File: config.mk
export PLATFORM = sky130hd
export DESIGN_NAME = tg_control
export DESIGN_NICKNAME = d
export VERILOG_FILES = /design/src/tg_cfg_pkg.sv /design/src/tg_control.sv
export SDC_FILE = /design/constraint.sdc
export NUM_CORES = 1
export LEC_CHECK = 0
export ABC_AREA = 1
export BUFFER_PORTS_ARGS = -buffer_cell sky130_fd_sc_hd__buf_2
export CAP_MARGIN = 20
export CORE_ASPECT_RATIO = 1.75
export CORE_MARGIN = 1.5
export CORE_UTILIZATION = 40
export CTS_BUF_LIST = sky130_fd_sc_hd__clkbuf_16
export CTS_CLUSTER_SIZE = 24
export DETAILED_ROUTE_END_ITERATION = 7
export HOLD_SLACK_MARGIN = 0.03
export PLACE_DENSITY = 0.68
export SYNTH_ARGS = -nofsm -noshare
export SYNTH_HDL_FRONTEND = slang
export SYNTH_SLANG_ARGS = --single-unit
export TNS_END_PERCENT = 100
File: constraint.sdc
create_clock -name clk_i -period 7.15 [get_ports clk_i]
set_clock_uncertainty 0.1 [all_clocks]
set_input_delay 0 -clock clk_i [delete_from_list [all_inputs] [get_ports clk_i]]
set_output_delay 0 -clock clk_i [all_outputs]
set_load 0.03 [all_outputs]
File: src/tg_cfg_pkg.sv
// Traffic generator cluster configuration
// Cluster size, ID pool, read region and statistics widths
// Run configuration and per-core statistics structs

package tg_cfg_pkg;

  localparam int unsigned NumCores = 4;
  localparam int unsigned IdWidth = 3;
  localparam int unsigned NumIds = 2 ** IdWidth;
  localparam int unsigned AddrWidth = 16;
  localparam int unsigned DataWidth = 32;

  // Read region, aligned to its own size
  localparam logic [AddrWidth-1:0] RegionBase = 16'h4000;
  localparam int unsigned RegionWords = 1024;
  localparam int unsigned RegionOffWidth = $clog2(RegionWords);

  localparam int unsigned ProbWidth = 10;
  localparam int unsigned CycleWidth = 16;
  localparam int unsigned SeedWidth = 16;

  localparam int unsigned CountWidth = 16;
  localparam int unsigned LatSumWidth = 24;
  localparam int unsigned LatMaxWidth = 8;

  typedef struct packed {
    logic [NumCores-1:0]   core_mask;
    logic [ProbWidth-1:0]  prob;
    logic [CycleWidth-1:0] num_cycles;
    logic [SeedWidth-1:0]  seed;
  } tg_run_cfg_t;

  typedef struct packed {
    logic [CountWidth-1:0]  issued;
    logic [CountWidth-1:0]  completed;
    logic [LatSumWidth-1:0] lat_sum;
    logic [LatMaxWidth-1:0] lat_max;
  } tg_stats_t;

endpackage

File: src/tg_control.sv
// Run controller for the traffic generators
// Latches the run configuration, times the active window,
// then waits for every generator to drain

module tg_control (
  input  logic                                  clk_i,
  input  logic                                  reset_i,
  input  logic                                  start_i,
  input  tg_cfg_pkg::tg_run_cfg_t               cfg_i,
  input  logic [tg_cfg_pkg::NumCores-1:0]       idle_i,
  output logic [tg_cfg_pkg::NumCores-1:0]       active_o,
  output logic                                  clear_o,
  output tg_cfg_pkg::tg_run_cfg_t               cfg_o,
  output logic                                  done_o
);

  typedef enum logic [1:0] {
    StIdle,
    StRun,
    StDrain,
    StDone
  } state_e;

  state_e                            state_q;
  logic [tg_cfg_pkg::CycleWidth-1:0] count_q;
  logic                              clear_q;
  logic                              start;
  tg_cfg_pkg::tg_run_cfg_t           cfg_q;

  // Starts only between runs
  assign start = start_i && (state_q == StIdle || state_q == StDone);

  always_ff @(posedge clk_i) begin
    if (reset_i) begin
      state_q <= StIdle;
      count_q <= '0;
      clear_q <= 1'b0;
    end else begin
      clear_q <= start;
      case (state_q)
        StIdle, StDone: begin
          if (start) begin
            count_q <= cfg_i.num_cycles;
            state_q <= (cfg_i.num_cycles == '0) ? StDrain : StRun;
          end
        end
        StRun: begin
          count_q <= count_q - 1'b1;
          if (count_q == 1) begin
            state_q <= StDrain;
          end
        end
        StDrain: begin
          if (&idle_i) begin
            state_q <= StDone;
          end
        end
        default: state_q <= StIdle;
      endcase
    end
  end

  always_ff @(posedge clk_i) begin
    if (start) begin
      cfg_q <= cfg_i;
    end
  end

  assign active_o = (state_q == StRun) ? cfg_q.core_mask : '0;
  assign clear_o = clear_q;
  assign cfg_o = cfg_q;
  assign done_o = (state_q == StDone);

endmodule

# After elaboration in Yosys (flattened, before gate mapping)
# Cells that the tools add are included.
# totals
reg_bits,65
in_bits,53
output_inout_bits,52
wordCells,32
# op_classes
add_sub_neg,1
n_eq_ne,7
mux,8
n_reduce_logical,9
# ops
operator,n
16-bit case mux with 2 select lines,1
16-bit by 1-bit equality test with 1-bit output (second input constant),1
16-bit logical NOT,1
16-bit two-way mux,1
16-bit by 1-bit subtractor with 16-bit output (second input constant),1
2-bit two-way mux,4
2-bit != test (second input constant),3
2-bit case mux with 3 select lines,1
2-bit equality test (second input constant),2
4-bit two-way mux,1
4-bit AND reduction,1
3-bit AND reduction,1
2-bit by 1-bit equality test with 1-bit output (second input constant),1
2-bit logical NOT,1
2-bit AND reduction,1
2-bit nonzero test,1
2-bit OR reduction,1
1-bit logical AND,1
1-bit logical OR,1

# Depth between registers and ports, before layout
# depth
ltp_word,5
mapped_depth,10
mapped_depth_nobuf,10

# Worst setup path after synthesis
# OpenSTA, ideal clock, no wires.
# synth_path
path_kind,reg-to-reg
start,reg state_q[0]
end,"reg cfg_q, in the netlist cfg_o[0] (enable)"
setup_ns,0.400
arrival_ns,1.760
required_time_ns,6.650
slack_ns,4.889
path_stages_with_launch,5
n_path_buf,0
synth_period_minus_slack_ns,2.261
path_cell_list,dfxtp_1 inv_1 ha_1 nand2_1 inv_1
# synth_via
elab_chain_cells,3
elab_cells_between_ends,4
classes_between,eq/ne: 1; reduce/logical: 3
# synth_rtl
item,line_no,rtl
from (decl),tg_control.sv:24,state_e state_q;
from (signal assigned),tg_control.sv:35,state_q <= StIdle;
from (signal assigned),tg_control.sv:44,state_q <= (cfg_i.num_cycles == '0) ? StDrain : StRun;
from (signal assigned),tg_control.sv:50,state_q <= StDrain;
2-bit equality test or 2-bit logical NOT (tied branches),tg_control.sv:31,assign start = start_i && (state_q == StIdle || state_q == StDone);
1-bit logical OR (*),tg_control.sv:31,
1-bit logical AND (*),tg_control.sv:31,
named net start,tg_control.sv:27,logic start;
to (signal assigned),tg_control.sv:65,cfg_q <= cfg_i;
to (decl),tg_control.sv:28,tg_cfg_pkg::tg_run_cfg_t cfg_q;
# Mark *: on every way through the listed nets, which the timed path passes. The rest lies on a longest branch.
# A chain may end at the register's enable or synchronous reset.

# Worst setup path in the final report
# layout_path
start,reg state_q[1]
end,reg count_q[6] in the netlist's numbering
# layout_via
elab_chain_cells,5
elab_cells_between_ends,10
classes_between,eq/ne: 3; mux: 1; reduce/logical: 6
# layout_rtl
item,line_no,rtl
2-bit equality test or 2-bit logical NOT (tied branches),"tg_control.sv:31, tg_control.sv:40",
1-bit logical OR,tg_control.sv:31,
1-bit logical AND,tg_control.sv:31,
2-bit != test (no line),--,
2-bit AND reduction (no line),--,
to (signal assigned),tg_control.sv:43,count_q <= cfg_i.num_cycles;
to (signal assigned),tg_control.sv:48,count_q <= count_q - 1'b1;
to (decl),tg_control.sv:25,logic [tg_cfg_pkg::CycleWidth-1:0] count_q;
# Parallel ways exist; a longest one is shown, timed or not.

==> impl_metrics.ini <==
[status]
outcome = completed

[critical_path]
critPathCaptureType = register
startpoint_type = register
crit_fanout = 23
cp.required_ns = 7.24
critPathKind = reg -> reg
crit_arrival_ns = 3.00

[sta]
fmax_ghz = 0.344
period_minus_slack_ns = 2.91
maxSlewViolCount = 0
finalSetupTns_ns = 0
rsz0062_at_grt = no
setup_viol = 0
slew_headroom = 0.384
holdWs_ns = 0.0386
fin_crit_sh = 0.406
timing_hold_violations_final = 0
fin_ws_ns = 4.24
worstMarginPinSlew_ns = 0.923

[cts]
cts_resized = 0
numCtsBuffers = 9
h-tree-depth = 3
cts-hold-fix-buffers = 49
clk_pin_slew_ns = 0.05
root_buffer = clkbuf_16
clock_path_buffers = 2
cts_sinks = 65
postCtsSetupRepairBufs = 0
cts_tree = built
clk_latency_ns = 0.32

[placement]
dp.cells = 471
portBuffers = 104
hpwlAfterDp_um = 4850
gp_congestion = 0.896
post-place-ws_ns = 4.32

[worst_hold_path]
hp-class = in -> reg

[global_routing]
grt_pass1_wl_um = 11600
grt_pass1_vias = 2538
grt_antenna_before_repair = 0
grt_use_total = 0.207
overflow = 0
grt_max_degree = 47

[finish]
drive_gt1_frac = 0.290
insertedDiodeCount = 0
area_growth_syn_to_layout_pct = 50.4
finalNonFillerCells = 536
mostFrequentLayoutCells = buf_2, nand2_1, dlygate4sd3_1, edfxtp_1, nor2_1
fin_nets = 505
fin_util = 0.617
mostFrequentLayoutCell = buf_2

[floorplanning]
num_io_pins = 105
fp.dieH_um = 114
row_count = 40
die_w_um = 66.2
floorplan.die_area_mm2 = 0.00751
start_util = 0.410
core_mm2 = 0.00681

[pwr]
p_leak_nw = 1.89
powerDensity_mw_per_mm2 = 455
vdd_drop_max_mv = 0.305

[route]
wl_per_cell_um = 14.0
dr.pass1.iters = 5
ant_nets = 0
post-route-drc-count = 0
dr_total_vias = 2638
drt-total-wl_um = 7480
avgViaCountPerCell = 4.92
drtIter0Drc = 152

[logic_synthesis]
synth_cell_type_count = 25
synth_nets = 349
synth_mux_area_frac = 0
synth_top_area_cell = edfxtp_1
netlist_instances = 291
synth_area_mm2 = 0.00279
synthXorXnorAreaFrac = 0
synth_fa_ha_area_frac = 0.0224
yosysTopAreaCellShare = 0.494
synth_compound_area_frac = 0.0846
synth_top_family_by_area = simple AND/OR/NAND/NOR gates
synth-seq-area-share = 0.631
yosys_register_bits = 65
yosysWarnings = 0
synthTopCellsByArea = edfxtp_1, dfxtp_1, nand2_1
synthSimpleGateAreaFrac = 0.204
synth_area_per_cell_um2 = 9.60

[flow_run]
max_cap_viol_count = 0
-- per-stage QoR --
stage	instance area, um2	total power, mW
global route	4200	2.03
floorplan	2790	1.21
finish	4200	1.91
detailed placement	3380	1.40
global placement	3380	1.38
CTS	4200	1.91
-- Yosys cell counts, drive strengths merged --
library cell and count:
clkbuf 4, o21ai 17, nand4 1, a211oi 2
inv 31, a21oi 20, a22o 1, nor3 3
nor2 49, nand3 14, edfxtp 46, a31oi 1
buf 4, ha 5, dfxtp 19, nand2 74
-- flip-flops by register name (all words and copies together), names as in the netlist --
signal	count
clear_o	1
cfg_o	46
state_q	2
count_q	16
-- worst max-delay path, cell delays in order, from the launching register on --
cell	delay [ns]
dfxtp_1	0.33
inv_1	0.06
ha_1	0.65
inv_2	0.38
o21ai_2	0.68
o21ai_0	0.28
o21ai_0	0.21
a21oi_1	0.08
-- report_power, final --
group | total (mW) | leakage, nW | switching (mW) | internal [mW]
Combinational | 0.819 | 1.13 | 0.580 | 0.239
Clock | 0.485 | 0.164 | 0.148 | 0.337
Sequential | 0.610 | 0.595 | 0.0637 | 0.546
-- cell type report --
type	instances	area [um2]
Multi-Input combinational cell	187	870
Clock inverter	7	110
Sequential cell	65	1760
Timing Repair Buffer	153	1010
Clock buffer	9	225
Fill cell	575	2610
Inverter	31	119
Tap cell	84	105
-- layer usage --
metal	track usage	routed length (um)	part of all wire
met1	0.216	2570	0.34
met2	0.366	4120	0.55
met3	0.0483	525	0.070
met4	0.117	270	0.036
met5	0	0	0
-- worst paths after layout --
| check | from | end | slack, ns | cells past startpoint |
|---|---|---|---|---|
| setup / recovery | state_q[1] | count_q[6] | 4.24 | 7 |
| hold / removal | idle_i[0] | state_q[1] | 0.04 | 5 |
| setup reg to reg | state_q[1] | count_q[6] | 4.24 | 7 |
| hold reg to reg | count_q[15] | count_q[15] | 0.39 | 2 |
-- logic make-up after synthesis --
logic type	after synthesis
AND/OR/NAND/NOR	141
flip-flops	65
AO/OA/AOI/OAI	41
buffers and inverters	39
adder cells (fa/ha/maj)	5
Note: power is estimated with default switching activity, not from simulation.
