<file path="src/tg_cfg_pkg.sv">
// Traffic generator cluster configuration
// Cluster size, ID pool, read region and statistics widths
// Run configuration and per-core statistics structs

package tg_cfg_pkg;

  localparam int unsigned NumCores = 4;
  localparam int unsigned IdWidth = 3;
  localparam int unsigned NumIds = 2 ** IdWidth;
  localparam int unsigned AddrWidth = 16;
  localparam int unsigned DataWidth = 32;

  // Read region, aligned to its own size
  localparam logic [AddrWidth-1:0] RegionBase = 16'h4000;
  localparam int unsigned RegionWords = 1024;
  localparam int unsigned RegionOffWidth = $clog2(RegionWords);

  localparam int unsigned ProbWidth = 10;
  localparam int unsigned CycleWidth = 16;
  localparam int unsigned SeedWidth = 16;

  localparam int unsigned CountWidth = 16;
  localparam int unsigned LatSumWidth = 24;
  localparam int unsigned LatMaxWidth = 8;

  typedef struct packed {
    logic [NumCores-1:0]   core_mask;
    logic [ProbWidth-1:0]  prob;
    logic [CycleWidth-1:0] num_cycles;
    logic [SeedWidth-1:0]  seed;
  } tg_run_cfg_t;

  typedef struct packed {
    logic [CountWidth-1:0]  issued;
    logic [CountWidth-1:0]  completed;
    logic [LatSumWidth-1:0] lat_sum;
    logic [LatMaxWidth-1:0] lat_max;
  } tg_stats_t;

endpackage

</file>
<file path="src/tcdm_pkg.sv">
// Scratchpad interconnect definitions
// Bank count, bank index and row widths
// Read request and tagged response structs

package tcdm_pkg;

  localparam int unsigned NumBanks = 4;
  localparam int unsigned BankSelWidth = $clog2(NumBanks);
  localparam int unsigned BankWords = tg_cfg_pkg::RegionWords / NumBanks;
  localparam int unsigned BankRowWidth = $clog2(BankWords);

  // Word address, byte offset dropped
  localparam int unsigned WordAddrWidth = tg_cfg_pkg::AddrWidth - 2;
  localparam int unsigned CoreIdxWidth = $clog2(tg_cfg_pkg::NumCores);

  typedef struct packed {
    logic [WordAddrWidth-1:0]       addr;
    logic [tg_cfg_pkg::IdWidth-1:0] id;
    logic [CoreIdxWidth-1:0]        core;
  } tcdm_req_t;

  typedef struct packed {
    logic [tg_cfg_pkg::DataWidth-1:0] data;
    logic [tg_cfg_pkg::IdWidth-1:0]   id;
    logic [CoreIdxWidth-1:0]          core;
  } tcdm_resp_t;

endpackage

</file>
<file path="src/traffic_gen.sv">
// Random read generator for one core
// LFSR request decision and address, ID pool with lowest-free search,
// per-ID timestamps and saturating latency statistics

module traffic_gen #(
  parameter int unsigned CoreIdx = 0
) (
  input  logic                    clk_i,
  input  logic                    reset_i,
  input  logic                    active_i,
  input  logic                    clear_i,
  input  tg_cfg_pkg::tg_run_cfg_t cfg_i,
  output logic                    req_valid_o,
  output tcdm_pkg::tcdm_req_t     req_o,
  input  logic                    req_ready_i,
  input  logic                    resp_valid_i,
  input  tcdm_pkg::tcdm_resp_t    resp_i,
  output logic                    idle_o,
  output tg_cfg_pkg::tg_stats_t   stats_o
);

  localparam int unsigned NumIds = tg_cfg_pkg::NumIds;
  localparam int unsigned IdWidth = tg_cfg_pkg::IdWidth;
  localparam int unsigned CycleWidth = tg_cfg_pkg::CycleWidth;
  localparam int unsigned SeedWidth = tg_cfg_pkg::SeedWidth;
  localparam int unsigned SumWidth = tg_cfg_pkg::LatSumWidth;
  localparam int unsigned MaxWidth = tg_cfg_pkg::LatMaxWidth;
  localparam int unsigned WordWidth = tcdm_pkg::WordAddrWidth;
  localparam logic [WordWidth-1:0] RegionWordBase = WordWidth'(tg_cfg_pkg::RegionBase >> 2);
  // x^16 + x^14 + x^13 + x^11, Galois form
  localparam logic [SeedWidth-1:0] LfsrTaps = 16'hB400;

  logic [SeedWidth-1:0]  lfsr_q;
  logic [SeedWidth-1:0]  seed_val;
  logic [CycleWidth-1:0] now_q;
  logic [NumIds-1:0]     pending_q;
  logic [NumIds-1:0]     pending_d;
  logic [NumIds-1:0]     busy;
  logic [IdWidth-1:0]    free_id;
  logic                  decide;
  logic                  accept;
  logic                  req_valid_q;
  tcdm_pkg::tcdm_req_t   req_q;
  logic [CycleWidth-1:0] stamp_q [NumIds];
  logic [CycleWidth-1:0] latency;
  logic [MaxWidth-1:0]   lat_clip;
  logic [SumWidth:0]     lat_sum_ext;
  tg_cfg_pkg::tg_stats_t stats_q;

  // A zero seed would lock the LFSR
  assign seed_val = cfg_i.seed ^ SeedWidth'(CoreIdx);

  always_ff @(posedge clk_i) begin
    if (reset_i) begin
      lfsr_q <= SeedWidth'(1);
    end else if (clear_i) begin
      lfsr_q <= (seed_val == '0) ? SeedWidth'(1) : seed_val;
    end else begin
      lfsr_q <= {1'b0, lfsr_q[SeedWidth-1:1]} ^ ({SeedWidth{lfsr_q[0]}} & LfsrTaps);
    end
  end

  always_ff @(posedge clk_i) begin
    if (reset_i) begin
      now_q <= '0;
    end else begin
      now_q <= now_q + 1'b1;
    end
  end

  // Held request owns its ID too, lowest free one wins
  always_comb begin
    busy = pending_q;
    if (req_valid_q) begin
      busy[req_q.id] = 1'b1;
    end
    free_id = '0;
    for (int i = NumIds - 1; i >= 0; i--) begin
      if (!busy[i]) begin
        free_id = IdWidth'(i);
      end
    end
  end

  // No decision in the clear cycle, so a seed replays exactly
  assign decide = active_i && !clear_i && !(&busy) && (!req_valid_q || req_ready_i) &&
                  (lfsr_q[tg_cfg_pkg::ProbWidth-1:0] < cfg_i.prob);
  assign accept = req_valid_q && req_ready_i;

  always_ff @(posedge clk_i) begin
    if (reset_i) begin
      req_valid_q <= 1'b0;
    end else if (decide) begin
      req_valid_q <= 1'b1;
    end else if (accept) begin
      req_valid_q <= 1'b0;
    end
  end

  always_ff @(posedge clk_i) begin
    if (decide) begin
      req_q.addr <= RegionWordBase |
                    WordWidth'(lfsr_q[SeedWidth-1 -: tg_cfg_pkg::RegionOffWidth]);
      req_q.id <= free_id;
      req_q.core <= tcdm_pkg::CoreIdxWidth'(CoreIdx);
    end
  end

  always_comb begin
    pending_d = pending_q;
    if (accept) begin
      pending_d[req_q.id] = 1'b1;
    end
    if (resp_valid_i) begin
      pending_d[resp_i.id] = 1'b0;
    end
  end

  always_ff @(posedge clk_i) begin
    if (reset_i) begin
      pending_q <= '0;
    end else begin
      pending_q <= pending_d;
    end
  end

  always_ff @(posedge clk_i) begin
    if (accept) begin
      stamp_q[req_q.id] <= now_q;
    end
  end

  // Latency from accepting edge to response edge
  assign latency = now_q - stamp_q[resp_i.id];
  assign lat_clip = (|latency[CycleWidth-1:MaxWidth]) ? '1 : latency[MaxWidth-1:0];
  assign lat_sum_ext = {1'b0, stats_q.lat_sum} + (SumWidth + 1)'(latency);

  always_ff @(posedge clk_i) begin
    if (reset_i || clear_i) begin
      stats_q <= '0;
    end else begin
      if (accept && !(&stats_q.issued)) begin
        stats_q.issued <= stats_q.issued + 1'b1;
      end
      if (resp_valid_i) begin
        if (!(&stats_q.completed)) begin
          stats_q.completed <= stats_q.completed + 1'b1;
        end
        stats_q.lat_sum <= lat_sum_ext[SumWidth] ? '1 : lat_sum_ext[SumWidth-1:0];
        if (lat_clip > stats_q.lat_max) begin
          stats_q.lat_max <= lat_clip;
        end
      end
    end
  end

  assign req_valid_o = req_valid_q;
  assign req_o = req_q;
  assign idle_o = !req_valid_q && (pending_q == '0);
  assign stats_o = stats_q;

endmodule

</file>
<file path="config.mk">
export PLATFORM = sky130hd
export DESIGN_NAME = traffic_gen
export DESIGN_NICKNAME = d
export VERILOG_FILES = /design/src/tg_cfg_pkg.sv /design/src/tcdm_pkg.sv /design/src/traffic_gen.sv
export SDC_FILE = /design/constraint.sdc
export NUM_CORES = 1
export LEC_CHECK = 0
export ABC_AREA = 1
export CAP_MARGIN = 20
export CORE_MARGIN = 4
export CORE_UTILIZATION = 50
export DETAILED_ROUTE_END_ITERATION = 8
export DONT_BUFFER_PORTS = 1
export GPL_ROUTABILITY_DRIVEN = 0
export PLACE_DENSITY = 0.69
export REMOVE_ABC_BUFFERS = 1
export SYNTH_ARGS = -nofsm -noshare
export SYNTH_HDL_FRONTEND = slang
export SYNTH_SLANG_ARGS = --single-unit
</file>
<file path="constraint.sdc">
create_clock -name clk_i -period 4.2 [get_ports clk_i]
set_input_delay 0.42 -clock clk_i [delete_from_list [all_inputs] [get_ports clk_i]]
set_output_delay 0.42 -clock clk_i [all_outputs]
set_load 0.005 [all_outputs]
</file>
* After elaboration in Yosys (flattened, before gate mapping)
Memories as Yosys holds them, arrays and structs flattened. Index checks and enable logic that the tools add are counted. Widths: inputs -> output; s select.
Storage, ports and cells: logic and storage cells 77, bits in writable memories 128, register bits 118, output and inout bits 85, input bits 89, memories 1
Memory list:
- stamp_q | words 8, width 16, read ports 1, clocked after memory_dff 0, wr ports 1, line traffic_gen.sv:44 | logic [CycleWidth-1:0] stamp_q [NumIds];
Operators by class: order comparisons 6, reduce and logical (&&, ||, !) cells 26, multiplexer cells 22, $add $sub $neg 5, bitwise gates (word level) 5
Operators by type and width (number):
- $add 16x1->16 const B | 3
- $mux 16 | 2
- $mux 8 | 4
- $reduce_and 16->1 | 2
- $add 24x16->25 | 1
- $mux 24 | 1
- $logic_not 16->1 | 1
- $sub 16x16->16 | 1
- $xor 15x16->16 | 1
- $mux 3 | 4
- $lt 10x10->1 | 1
- $logic_and 1x1->1 | 9
- $and 8x8->8 | 1
- $gt 8x8->1 | 1
- $logic_not 8->1 | 1
- $lt 3x4->1 const B | 2
- $not 8->8 | 1
- $or 8x8->8 | 1
- $reduce_and 8->1 | 1
- $reduce_or 8->1 | 1
- $mux 1 | 7
- $demux 1 s3 | 2
- $ge 3x1->1 const B | 2
- $reduce_and 2->1 | 3
- other kinds (6) | 11

* Longest topological paths before layout
Gate-level depths: netlist of run 1.
word-level depth 13, gate-level depth with buffers 34, depth with buffers taken out 33

* Least setup slack after synthesis of run 1
Ideal clock, no wire load.
path kind input -> register, from input port resp_i[2] (netlist bit), to register stats_q (netlist bit stats_o[0]), library setup time 109 ps, stages on the path 30, buffers on the path 2, setup slack -2 ps, required time 4091 ps, data arrival time 4093 ps, cells stage by stage inv_2 clkbuf_1 clkbuf_1 o21ai_0 o2111ai_1 ha_1 fa_1 nand3b_1 nand2_2 nand2_1 nand2_1 nand2_1 nand2_1 nand2_1 nand2_1 nand2_1 nor2_4 nand2_4 inv_4 nand2_1 ha_1 nand2_1 nor3_1 nand3_1 nand3_1 clkinv_1 nor2_1 nor2_1 nand2_1 inv_1
On the way: word-level cells in the longest chain between the ends 6
Ends and longest elaborated chain:
- start, declared | line traffic_gen.sv:17 | input tcdm_pkg::tcdm_resp_t resp_i,
- $mem_v2 8x16 (*)
- $sub 16x16->16 (*) | line traffic_gen.sv:134 | assign latency = now_q - stamp_q[resp_i.id];
- $reduce_or 8->1 | line traffic_gen.sv:135 | assign lat_clip = (|latency[CycleWidth-1:MaxWidth]) ? '1 : latency[MaxWidth-1:0];
- $mux 8 (*) | line traffic_gen.sv:135
- named net lat_clip[7] | line traffic_gen.sv:46 | logic [MaxWidth-1:0] lat_clip;
- $gt 8x8->1 (*) | line traffic_gen.sv:150 | if (lat_clip > stats_q.lat_max) begin
- $reduce_and 2->1 (no source line) (*)
- end, declared | line traffic_gen.sv:48 | tg_cfg_pkg::tg_stats_t stats_q;
The timed path passes the listed nets; every way through them passes the cells marked *. A chain may end at the register's enable or synchronous reset.

* Worst setup path in the final report of run 1
from memory stamp_q[2][0], to register stats_q (netlist bit stats_o[2])
On the way: word-level cells in the longest chain between the ends 6
Ends and longest elaborated chain (line):
- start, declared | traffic_gen.sv:44
- $mem_v2 8x16 (*)
- $sub 16x16->16 (*) | traffic_gen.sv:134
- $reduce_or 8->1 | traffic_gen.sv:135
- $mux 8 (*) | traffic_gen.sv:135
- named net lat_clip[1] | traffic_gen.sv:46
- $gt 8x8->1 (*) | traffic_gen.sv:150
- $reduce_and 2->1 (no source line) (*)
Marks and branches as above.

==> results of run 1 <==
layer usage:
layer	routed length, µm	track usage	vias up
met5	0	0	-
met4	508	0.0480	0
met3	2180	0.0524	39
met2	13300	0.351	258
met1	12800	0.277	4454
li1	-	-	4849
synthesized netlist by cell type (2+ instances only):
| cell type | count |
|---|---|
| xor2_1 | 14 |
| clkinv_1 | 2 |
| a21boi_0 | 2 |
| inv_1 | 155 |
| nand3_1 | 41 |
| nor4_1 | 12 |
| xnor2_1 | 10 |
| nand3_2 | 6 |
| edfxtp_1 | 141 |
| o21ai_0 | 121 |
| buf_4 | 6 |
| dfxtp_1 | 105 |
| nor2_1 | 161 |
| nand2_1 | 261 |
| nor3b_1 | 4 |
| buf_2 | 2 |
| o21bai_1 | 6 |
| inv_2 | 16 |
| a21oi_1 | 89 |
| fa_1 | 2 |
| conb_1 | 2 |
| o22ai_1 | 27 |
| nor2_2 | 7 |
| nor2_4 | 3 |
| o21ai_1 | 8 |
| nand2_4 | 2 |
| nand4_1 | 23 |
| clkbuf_1 | 32 |
| nor3_1 | 31 |
| ha_1 | 54 |
| or2_2 | 2 |
| o2111ai_1 | 2 |
| nor3_2 | 4 |
| o211ai_1 | 2 |
| a21oi_2 | 2 |
| and2_1 | 2 |
| nand2_2 | 10 |
| a31oi_1 | 17 |
| o221ai_1 | 3 |
| o21a_1 | 5 |
| nand3b_1 | 5 |
power groups by stage:
stage                     combinational (W)  sequential, W  clock [W]
after floorplan                    0.000420        0.00265          0
after CTS                          0.000581        0.00262    0.00245
after global placement             0.000556        0.00267          0
after global routing               0.000673        0.00262    0.00256
after detailed placement           0.000566        0.00267          0
final                              0.000592        0.00262    0.00241
metrics by stage:
step | cell area, µm² | setup TNS, ns | instances
global placement | 12800 | 0 | 1721
detailed placement | 12800 | -0.0782 | 1721
finish | 13900 | 0 | 1782
floorplan | 12100 | 0 | 1374
global route | 13900 | -0.00609 | 1782
CTS | 13800 | 0 | 1777
state kept, by name (all words and copies together) (netlist names):
name and count:
lfsr_q 16, now_q 16, pending_q 8, req_o 13, req_valid_o 1, stamp_q 128
stats_o 64
cells in the final DEF, fill, tap and decap left out, types with 7 or more instances in the layout:
cell type,Yosys,routed
nand2_1,261,258
nor2_1,161,160
inv_1,155,155
edfxtp_1,141,141
o21ai_0,121,119
dfxtp_1,105,105
a21oi_1,89,89
ha_1,54,52
nand3_1,41,40
o22ai_1,27,27
clkbuf_16,0,27
nor3_1,31,24
nand4_1,23,23
buf_4,6,20
inv_2,16,17
a31oi_1,17,17
xor2_1,14,14
nand2_2,10,13
nor3_2,4,11
nor4_1,12,11
o21ai_1,8,10
xnor2_1,10,10
dlygate4sd3_1,0,8
nand3_2,6,7
nor2_2,7,7
repair_timing:
action,CTS,global route
hold endpoints to repair,17,0
gates resized for setup,0,13
setup endpoints to repair,0,8
hold buffers,8,0
buffers inserted,0,2
worst max-delay path by stage:
stage | from | to | cells after the start
2_1_floorplan | resp_i[2] | stats_o[0]$_SDFFE_PP0P_ | 30
3_3_place_gp | resp_i[3] | stats_o[0]$_SDFFE_PP0P_ | 33
3_5_place_dp | resp_i[3] | stats_o[0]$_SDFFE_PP0P_ | 33
4_1_cts | stamp_q[2][0]$_DFFE_PP_ | stats_o[0]$_SDFFE_PP0P_ | 30
5_1_grt | stamp_q[5][0]$_DFFE_PP_ | stats_o[0]$_SDFFE_PP0P_ | 30
6_report | stamp_q[2][0]$_DFFE_PP_ | stats_o[2]$_SDFFE_PP0P_ | 29
cells by family (layout without fill, tap and decap cells):
family,after synthesis,count (layout),synth area share
flops,246,246,0.516
other cells,2,6,0.000612
xor+xnor,24,24,0.0171
fa+ha+maj,56,56,0.0583
compound gates,289,289,0.129
buf+inv,215,258,0.0686
simple gates,579,579,0.211
critical path, delay by kind of cell, from the launching register on:
family / cells / cell delay [ns]
AO/OA/AOI/OAI: 5 / 0.62
flip-flops: 1 / 0.36
buffers and inverters: 3 / 0.25
adder cells (fa/ha/maj): 3 / 0.84
AND/OR/NAND/NOR: 18 / 1.65
cell type report:
class / instances / area share
Sequential cell: 246 / 0.457
Multi-Input combinational cell: 954 / 0.375
Clock buffer: 30 / 0.0496
Inverter: 174 / 0.0473
Tap cell: 324 / 0.0292
Timing Repair Buffer: 35 / 0.0251
Clock inverter: 18 / 0.0157
Timing Repair inverter: 1 / 0.000542
==> summary.txt, run 1 <==
Finish
  – FILL cells: 2136
  – Nets: 1583
  – Fin util: 0.572
  – ANT cells: 0
  – Multi-input gate area: 0.00520 mm²
  – Register Area: 0.00634 mm²
  – Area growth, synth to finish: 12.9%
  – Share of post-route cells with drive strength above 1: 0.0981

Floorplan
  – Site row count: 57
  – Die width: 165 µm
  – Starting Density: 0.506
  – Die H: 165 µm
  – IO Pins: 174
  – Core area: 0.0242 mm²
  – Die Footprint: 0.0271 mm²

Power and ir drop
  – Pwr Density: 406 mW/mm²
  – Sw Ratio: 0.242
  – Tot Pwr: 0.00562 W
  – Part of the power in the clock network: 0.429
  – Cell-internal power: 0.00427 W
  – Sequential power share: 0.465
  – Pleak: 5.48 nW
  – VDD IR max: 0.000255 V
  – Share of power burned in combinational logic: 0.105
  – Psw: 0.00136 W

Timing
  – Clock skew: 0.0160 ns
  – # setup viols final: 0
  – Pins Over Slew Limit: 0
  – Max frequency: 262 MHz
  – Period Utilization, post-route: 0.909
  – Worst Max-Slew Pin Slew: 0.963 ns
  – Final Critical Period: 3.82 ns
  – Worst hold margin: 0.0165 ns
  – Slew headroom: 0.356
  – Setup ws final: 0.384 ns
  – Final hold violation count: 0

Yosys
  – Synth Instances: 1411
  – Post-synth ARST share: 0
  – Post-Syn Area per Cell: 8.70 µm²
  – Synth Flop Type: edfxtp_1
  – Synth top area share: 0.345
  – Ys Warns: 0
  – Synth cell types: 53
  – Area leader, netlist: edfxtp_1
  – Seq cells post-synth: 246
  – Sequential cell area fraction in the yosys report: 0.516
  – Post-synth EDFFs: 141
  – Largest cells by area after synthesis: edfxtp_1 34%, dfxtp_1 17%, nand2_1 8.0%, ha_1 5.5%, o21ai_0 4.9%
  – Mapped Area: 0.0123 mm²

Run status
  – Status: completed

Job
  – Max-Cap Viols: 0

Critical path
  – Crit path kind: register to register
  – Worst flop-to-flop path startpoint: stamp_q[2][0]$_DFFE_PP_
  – Most frequent CP cell: nand2_1
  – Crit-path slowest cell: edfxtp_1
  – Worst Reg-to-Reg Cells: 29
  – CP Data Required Time: 4.62 ns
  – R2R setup slack: 0.38 ns
  – Worst endpoint data arrival time: 4.24 ns
  – Worst setup EP type: register
  – Setup crit start kind: register
  – Max stage delay on crit path: 0.36 ns
  – CP Max Fanout: 7
  – Worst r2r dst: stats_o[2]$_SDFFE_PP0P_

Min path
  – Hold crit path type: primary input to register
  – Worst Hold Path EP: lfsr_q[9]$_SDFF_PP0_
  – Hold path start: cfg_i[9]
  – Worst Hold Path Cells: 2

Route
  – Initial DRC Count: 670
  – Pre-antenna DRT Iters: 5
  – Final ANT Viol Nets: 0
  – Routed length per placed instance: 16.1 µm
  – Drt drc: 0
  – Final WL: 28800 µm
  – Vias: 9600
  – Via density: 5.39

Clock network
  – Num CTS Buffers: 26
  – Worst-path clk slew: 0.07 ns
  – H-tree levels: 1
  – Skew-Pair Late Insertion Delay: 0.52 ns
  – TritonCTS clock tree: yes
  – Clock Sink Count: 246
  – Clock buffer depth: 3
  – CTS root buf: clkbuf_16

GRT
  – Initial antenna violation count: 0
  – Grt ovf: 0
  – Global Route Usage Sum: 0.210
  – Largest net degree at the start of global routing: 70
  – Vias in the first global route: 9303
  – First-pass GRT wire length: 46500 µm

Place
  – Pre-CTS WS: -0.0782 ns
  – Port Buf Inserts: 0
  – Dpl hpwl: 19400 µm
Note: power is estimated with default switching activity, not from simulation.
==> run 2, diff against run 1 <==
--- a/config.mk
+++ b/config.mk
@@ -8,11 +8,11 @@
 export ABC_AREA = 1
 export CAP_MARGIN = 20
 export CORE_MARGIN = 4
-export CORE_UTILIZATION = 50
+export CORE_UTILIZATION = 48
 export DETAILED_ROUTE_END_ITERATION = 8
 export DONT_BUFFER_PORTS = 1
 export GPL_ROUTABILITY_DRIVEN = 0
-export PLACE_DENSITY = 0.69
+export PLACE_DENSITY = 0.66
 export REMOVE_ABC_BUFFERS = 1
 export SYNTH_ARGS = -nofsm -noshare
 export SYNTH_HDL_FRONTEND = slang
==> run 2 against run 1 <==
- setup slack got worse by 0.079 ns
- global-route usage decreased by 0.65 points
- power down 3.9%
- clock power down 10%
- via count is 2.4% higher
- critical path type unchanged
- first-iteration DRC count grew 9.1%
- register-to-register slack worse by 0.08 ns
==> summary.txt, run 2 (synthesized netlist as in run 1, its figures left out) <==
Finish
  – ANT cells: 0
  – FILL cells: 2275
  – Commonest non-fill, non-tap cells in the layout: 256 x nand2_1, 160 x nor2_1, 155 x inv_1, 141 x edfxtp_1, 120 x o21ai_0
  – Max reg flops: 128
  – Register Area: 0.00634 mm²
  – Multi-input gate area: 0.00521 mm²
  – Largest Register: stamp_q
  – Share of post-route cells with drive strength above 1: 0.105
  – Commonest non-fill, non-tap cell in the layout: nand2_1
  – Area growth, synth to finish: 13.7%
  – Nets: 1605

Clock network
  – CTS root buf: clkbuf_16
  – Clock buffer depth: 3
  – Skew-Pair Late Insertion Delay: 0.54 ns
  – H-tree levels: 1
  – Num CTS Buffers: 27
  – Worst-path clk slew: 0.06 ns
  – TritonCTS clock tree: yes
  – Clock Sink Count: 246

Critical path
  – Setup crit start kind: register
  – Max stage delay on crit path: 0.35 ns
  – CP Max Fanout: 7
  – Family with the most delay on the worst path: simple AND/OR/NAND/NOR gates
  – CP Data Required Time: 4.62 ns
  – WP buf/inv: 3
  – Worst endpoint data arrival time: 4.32 ns
  – Worst Reg-to-Reg Cells: 29
  – Most frequent CP cell: nand2_1
  – CP Launch Point: stamp_q[0][0]$_DFFE_PP_
  – R2R setup slack: 0.31 ns
  – Worst r2r dst: stats_o[5]$_SDFFE_PP0P_
  – Worst flop-to-flop path startpoint: stamp_q[0][0]$_DFFE_PP_
  – CP endpoint: stats_o[5]$_SDFFE_PP0P_
  – Worst setup EP type: register
  – Crit-path slowest cell: edfxtp_1
  – Crit path kind: register to register
  – Worst path depth: 29

GRT
  – First-pass GRT wire length: 47700 µm
  – Vias in the first global route: 9369
  – Largest net degree at the start of global routing: 70
  – Grt ovf: 0
  – Global Route Usage Sum: 0.204
  – Initial antenna violation count: 0

Min path
  – Hold crit path type: primary input to register
  – Worst Hold Path Cells: 2
  – Hold path start: cfg_i[10]

Place
  – Port Buf Inserts: 0
  – Dpl hpwl: 19700 µm
  – Pre-CTS WS: -0.0549 ns

Timing
  – Slew headroom: 0.359
  – Setup ws final: 0.306 ns
  – Fin Setup TNS: 0 ns
  – Clock skew: 0.0153 ns
  – Final Critical Period: 3.89 ns
  – Final hold violation count: 0
  – # setup viols final: 0
  – Worst Max-Slew Pin Slew: 0.957 ns
  – Max frequency: 257 MHz
  – Pins Over Slew Limit: 0
  – Period Utilization, post-route: 0.927

Route
  – Final ANT Viol Nets: 0
  – Drt drc: 0
  – Pre-antenna DRT Iters: 5
  – Initial DRC Count: 731
  – Final WL: 29500 µm
  – Routed length per placed instance: 16.3 µm
  – Via density: 5.43
  – Vias: 9832

Floorplan
  – Site row count: 58
  – Die Footprint: 0.0282 mm²
  – Core area: 0.0252 mm²
  – IO Pins: 174
  – Die width: 168 µm
  – Starting Density: 0.488
  – Die H: 168 µm

Power and ir drop
  – Tot Pwr: 0.00541 W
  – VDD IR max: 0.000281 V
  – Pleak: 5.54 nW
  – Pwr Density: 387 mW/mm²

Run status
  – Status: completed

Job
  – Max-Cap Viols: 0
==> run 2: per-stage QoR <==
| step | hold slack [ns] | cells | cell area (µm²) | util |
|---|---|---|---|---|
| 2_1_floorplan | 0.409 | 1374 | 12100 | - |
| 3_5_place_dp | 0.416 | 1739 | 12900 | 0.512 |
| 5_1_grt | 0.0162 | 1810 | 14000 | 0.555 |
| 3_3_place_gp | 0.417 | 1739 | 12900 | 0.512 |
| 6_report | 0.0194 | 1810 | 14000 | 0.555 |
| 4_1_cts | 0.00151 | 1803 | 13800 | 0.550 |
==> run 2: worst reg2reg max path: cells and delay by family (launching register included) <==
kind                       cells  cell delay, ns
and+or+nand+nor               19            1.75
AOI/OAI and AO/OA              4            0.53
DFF                            1            0.35
adders and majority gates      3            0.84
buffers and inverters          3            0.30
==> run 2: routing by layer <==
| layer | global-route usage | wire (µm) | vias to the layer above |
|---|---|---|---|
| met3 | 0.0451 | 2180 | 39 |
| li1 | - | - | 4889 |
| met1 | 0.277 | 13200 | 4606 |
| met4 | 0.0356 | 471 | 0 |
| met2 | 0.342 | 13600 | 298 |
| met5 | 0 | 0 | - |
==> run 2: worst min path at each step <==
stage	endpoint	slack (ns)
global placement	req_o[9]$_DFFE_PP_	0.42
finish	lfsr_q[10]$_SDFF_PP0_	0.02
global route	pending_q[7]$_SDFF_PP0_	0.02
detailed placement	req_o[9]$_DFFE_PP_	0.42
CTS	lfsr_q[10]$_SDFF_PP0_	0.002
floorplan	req_o[11]$_DFFE_PP_	0.41
==> run 2: timing repair <==
action                     CTS  global route
setup endpoints to repair    0            11
gates resized for setup      0            13
hold endpoints to repair    27             1
buffers inserted             0             3
hold buffers                15             1
==> run 2: area by class of cell <==
type                            count  area share
Clock buffer                       39      0.0538
Sequential cell                   246       0.454
Tap cell                          330      0.0296
Inverter                          174      0.0472
Multi-Input combinational cell    954       0.373
Timing Repair Buffer               56      0.0382
Clock inverter                     10     0.00403
Timing Repair inverter              1    0.000358
==> run 2: report_power, final <==
part	internal (W)	total, W	leakage, nW	switching [W]
Clock	0.00124	0.00217	0.394	0.000929
Combinational	0.000233	0.000617	2.94	0.000385
Sequential	0.00258	0.00262	2.20	0.0000438
Total	0.00405	0.00541	5.54	0.00136
==> run 3, diff against run 2 <==
==> constraint.sdc (replaced) <==
create_clock -name clk_i -period 3.4 [get_ports clk_i]
set_input_delay 0.34 -clock clk_i [delete_from_list [all_inputs] [get_ports clk_i]]
set_output_delay 0.34 -clock clk_i [all_outputs]
set_load 0.005 [all_outputs]
==> run 3 against run 2 <==
- the run now ends with negative setup slack left
- critical path depth stayed put
- largest cell class unchanged
- clock power is 34% higher
- sequential power is 23% higher
- flip-flop and latch count stayed put
- clock skew is 0.0051 ns higher
==> summary.txt, run 3 (synthesized netlist as in run 1, its figures left out) <==
Route
  – Pre-antenna DRT Iters: 5
  – Via density: 5.48
  – Final ANT Viol Nets: 0
  – Routed length per placed instance: 17.3 µm
  – Drt drc: 0
  – Initial DRC Count: 821
  – Vias: 10600
  – Final WL: 33400 µm

Run status
  – Failing checks: negative setup slack
  – Status: finished, violations left

Floorplan
  – Site row count: 58
  – Core area: 0.0252 mm²
  – Starting Density: 0.488
  – Die H: 168 µm
  – Die Footprint: 0.0282 mm²
  – IO Pins: 174
  – Die width: 168 µm

Place
  – Pre-CTS WS: -0.680 ns
  – Port Buf Inserts: 0
  – Dpl hpwl: 21500 µm
  – Placed Cells: 1837
  – Area after DPL: 0.0137 mm²

Critical path
  – Worst flop-to-flop path startpoint: stamp_q[0][0]$_DFFE_PP_
  – CP Launch Point: stamp_q[0][0]$_DFFE_PP_
  – Crit-path slowest cell: edfxtp_1
  – Worst setup EP type: register
  – CP Data Required Time: 3.89 ns
  – Worst endpoint data arrival time: 4.23 ns
  – Max stage delay on crit path: 0.36 ns
  – CP Max Fanout: 7
  – Setup crit start kind: register
  – Crit path kind: register to register
  – Most frequent CP cell: nand2_2

GRT
  – Initial antenna violation count: 0
  – First-pass GRT wire length: 51900 µm
  – Largest net degree at the start of global routing: 68
  – Grt ovf: 0
  – Vias in the first global route: 10400
  – Global Route Usage Sum: 0.222

Finish
  – Max reg flops: 128
  – Nets: 1723
  – Final std cells w/o fill: 1929
  – Final instance area: 0.0159 mm²
  – Largest Register: stamp_q
  – Share of post-route cells with drive strength above 1: 0.260
  – Area growth, synth to finish: 29.6%
  – ANT cells: 0
  – Multi-input gate area: 0.00610 mm²
  – Fin util: 0.632
  – Register Area: 0.00634 mm²
  – Commonest non-fill, non-tap cells in the layout: 214 x nand2_1, 149 x inv_1, 144 x nor2_1, 141 x edfxtp_1, 133 x buf_4
  – Commonest non-fill, non-tap cell in the layout: nand2_1
  – FILL cells: 1967

Timing
  – Setup ws final: -0.333 ns
  – # setup viols final: 32
  – Slew headroom: 0.318
  – Max frequency: 268 MHz
  – RSZ-0062 raised after global routing: yes
  – Clock skew: 0.0204 ns
  – Final Critical Period: 3.73 ns
  – Period Utilization, post-route: 1.10
  – Pins Over Slew Limit: 0
  – Final hold violation count: 0
  – Worst Max-Slew Pin Slew: 1.02 ns

Clock network
  – CTS root buf: clkbuf_16
  – Clock Sink Count: 246
  – TritonCTS clock tree: yes
  – Skew-Pair Late Insertion Delay: 0.56 ns
  – H-tree levels: 1
  – Num CTS Buffers: 27
  – Worst-path clk slew: 0.06 ns
  – Clock buffer depth: 3

Min path
  – Hold crit path type: primary input to register
  – Hold path start: resp_valid_i

Job
  – Max-Cap Viols: 0

Power and ir drop
  – Pwr Density: 468 mW/mm²
  – VDD IR max: 0.000409 V
  – Pleak: 6.37 nW
-- run 3: cell count changes in the layout (fill, tap and decap cells not counted), sizes merged --
cell / change
buf: +112
nand3: +1
bufinv: +2
clkbuf: -2
dlygate4sd3: +4
clkinvlp: -1
clkinv: +3
-- run 3: per-stage QoR --
step / TNS [ns] / total power (W) / hold WS [ns]
floorplan: -9.03 / 0.00380 / 0.407
global placement: -13.83 / 0.00422 / 0.416
detailed placement: -15.70 / 0.00423 / 0.416
CTS: -4.83 / 0.00726 / 0.0104
global route: -13.54 / 0.00774 / 0.0390
finish: -5.03 / 0.00744 / 0.0301
-- run 3: worst paths after layout --
check | to | slack, ns | depth (start not counted)
max | stats_o[4]$_SDFFE_PP0P_ | -0.33 | 29
min | stats_o[19]$_SDFFE_PP0P_ | 0.03 | 2
max reg2reg | stats_o[4]$_SDFFE_PP0P_ | -0.33 | 29
min reg2reg | req_o[9]$_DFFE_PP_ | 0.43 | 0
-- run 3: metal layers --
metal / vias up / track usage / routed length [µm]
met1: 5025 / 0.280 / 14000
met3: 66 / 0.0524 / 2370
li1: 5137 / - / -
met5: - / 0 / 0
met4: 0 / 0.0526 / 784
met2: 344 / 0.387 / 16200
-- run 3: critical path, delay by kind of cell (launching register included) --
family	cells	cell delay, ns
simple gates	19	1.70
fa+ha+maj	3	0.84
compound gates	4	0.48
flops	1	0.36
buf+inv	3	0.30
-- run 3: layout make-up --
class                      count  share of cell area
timing repair buffer         172              0.0942
clock buffer                  37              0.0468
clock inverter                13             0.00817
tap                          330              0.0259
multi-input combinational    955               0.383
timing repair inverter         2            0.000943
inverter                     174              0.0428
sequential                   246               0.398
-- run 3: timing repair --
action                     CTS  global route
pin swaps                   34            56
setup buffers               11             8
cloned                       3             0
hold buffers                21             0
gates resized for setup     87           147
setup endpoints to repair   32            32
hold endpoints to repair    52             0
-- run 3: report_power, final --
part	total [W]	switching, W	internal, W
Clock	0.00290	0.00120	0.00169
Combinational	0.00131	0.000716	0.000598
Sequential	0.00323	0.0000539	0.00318
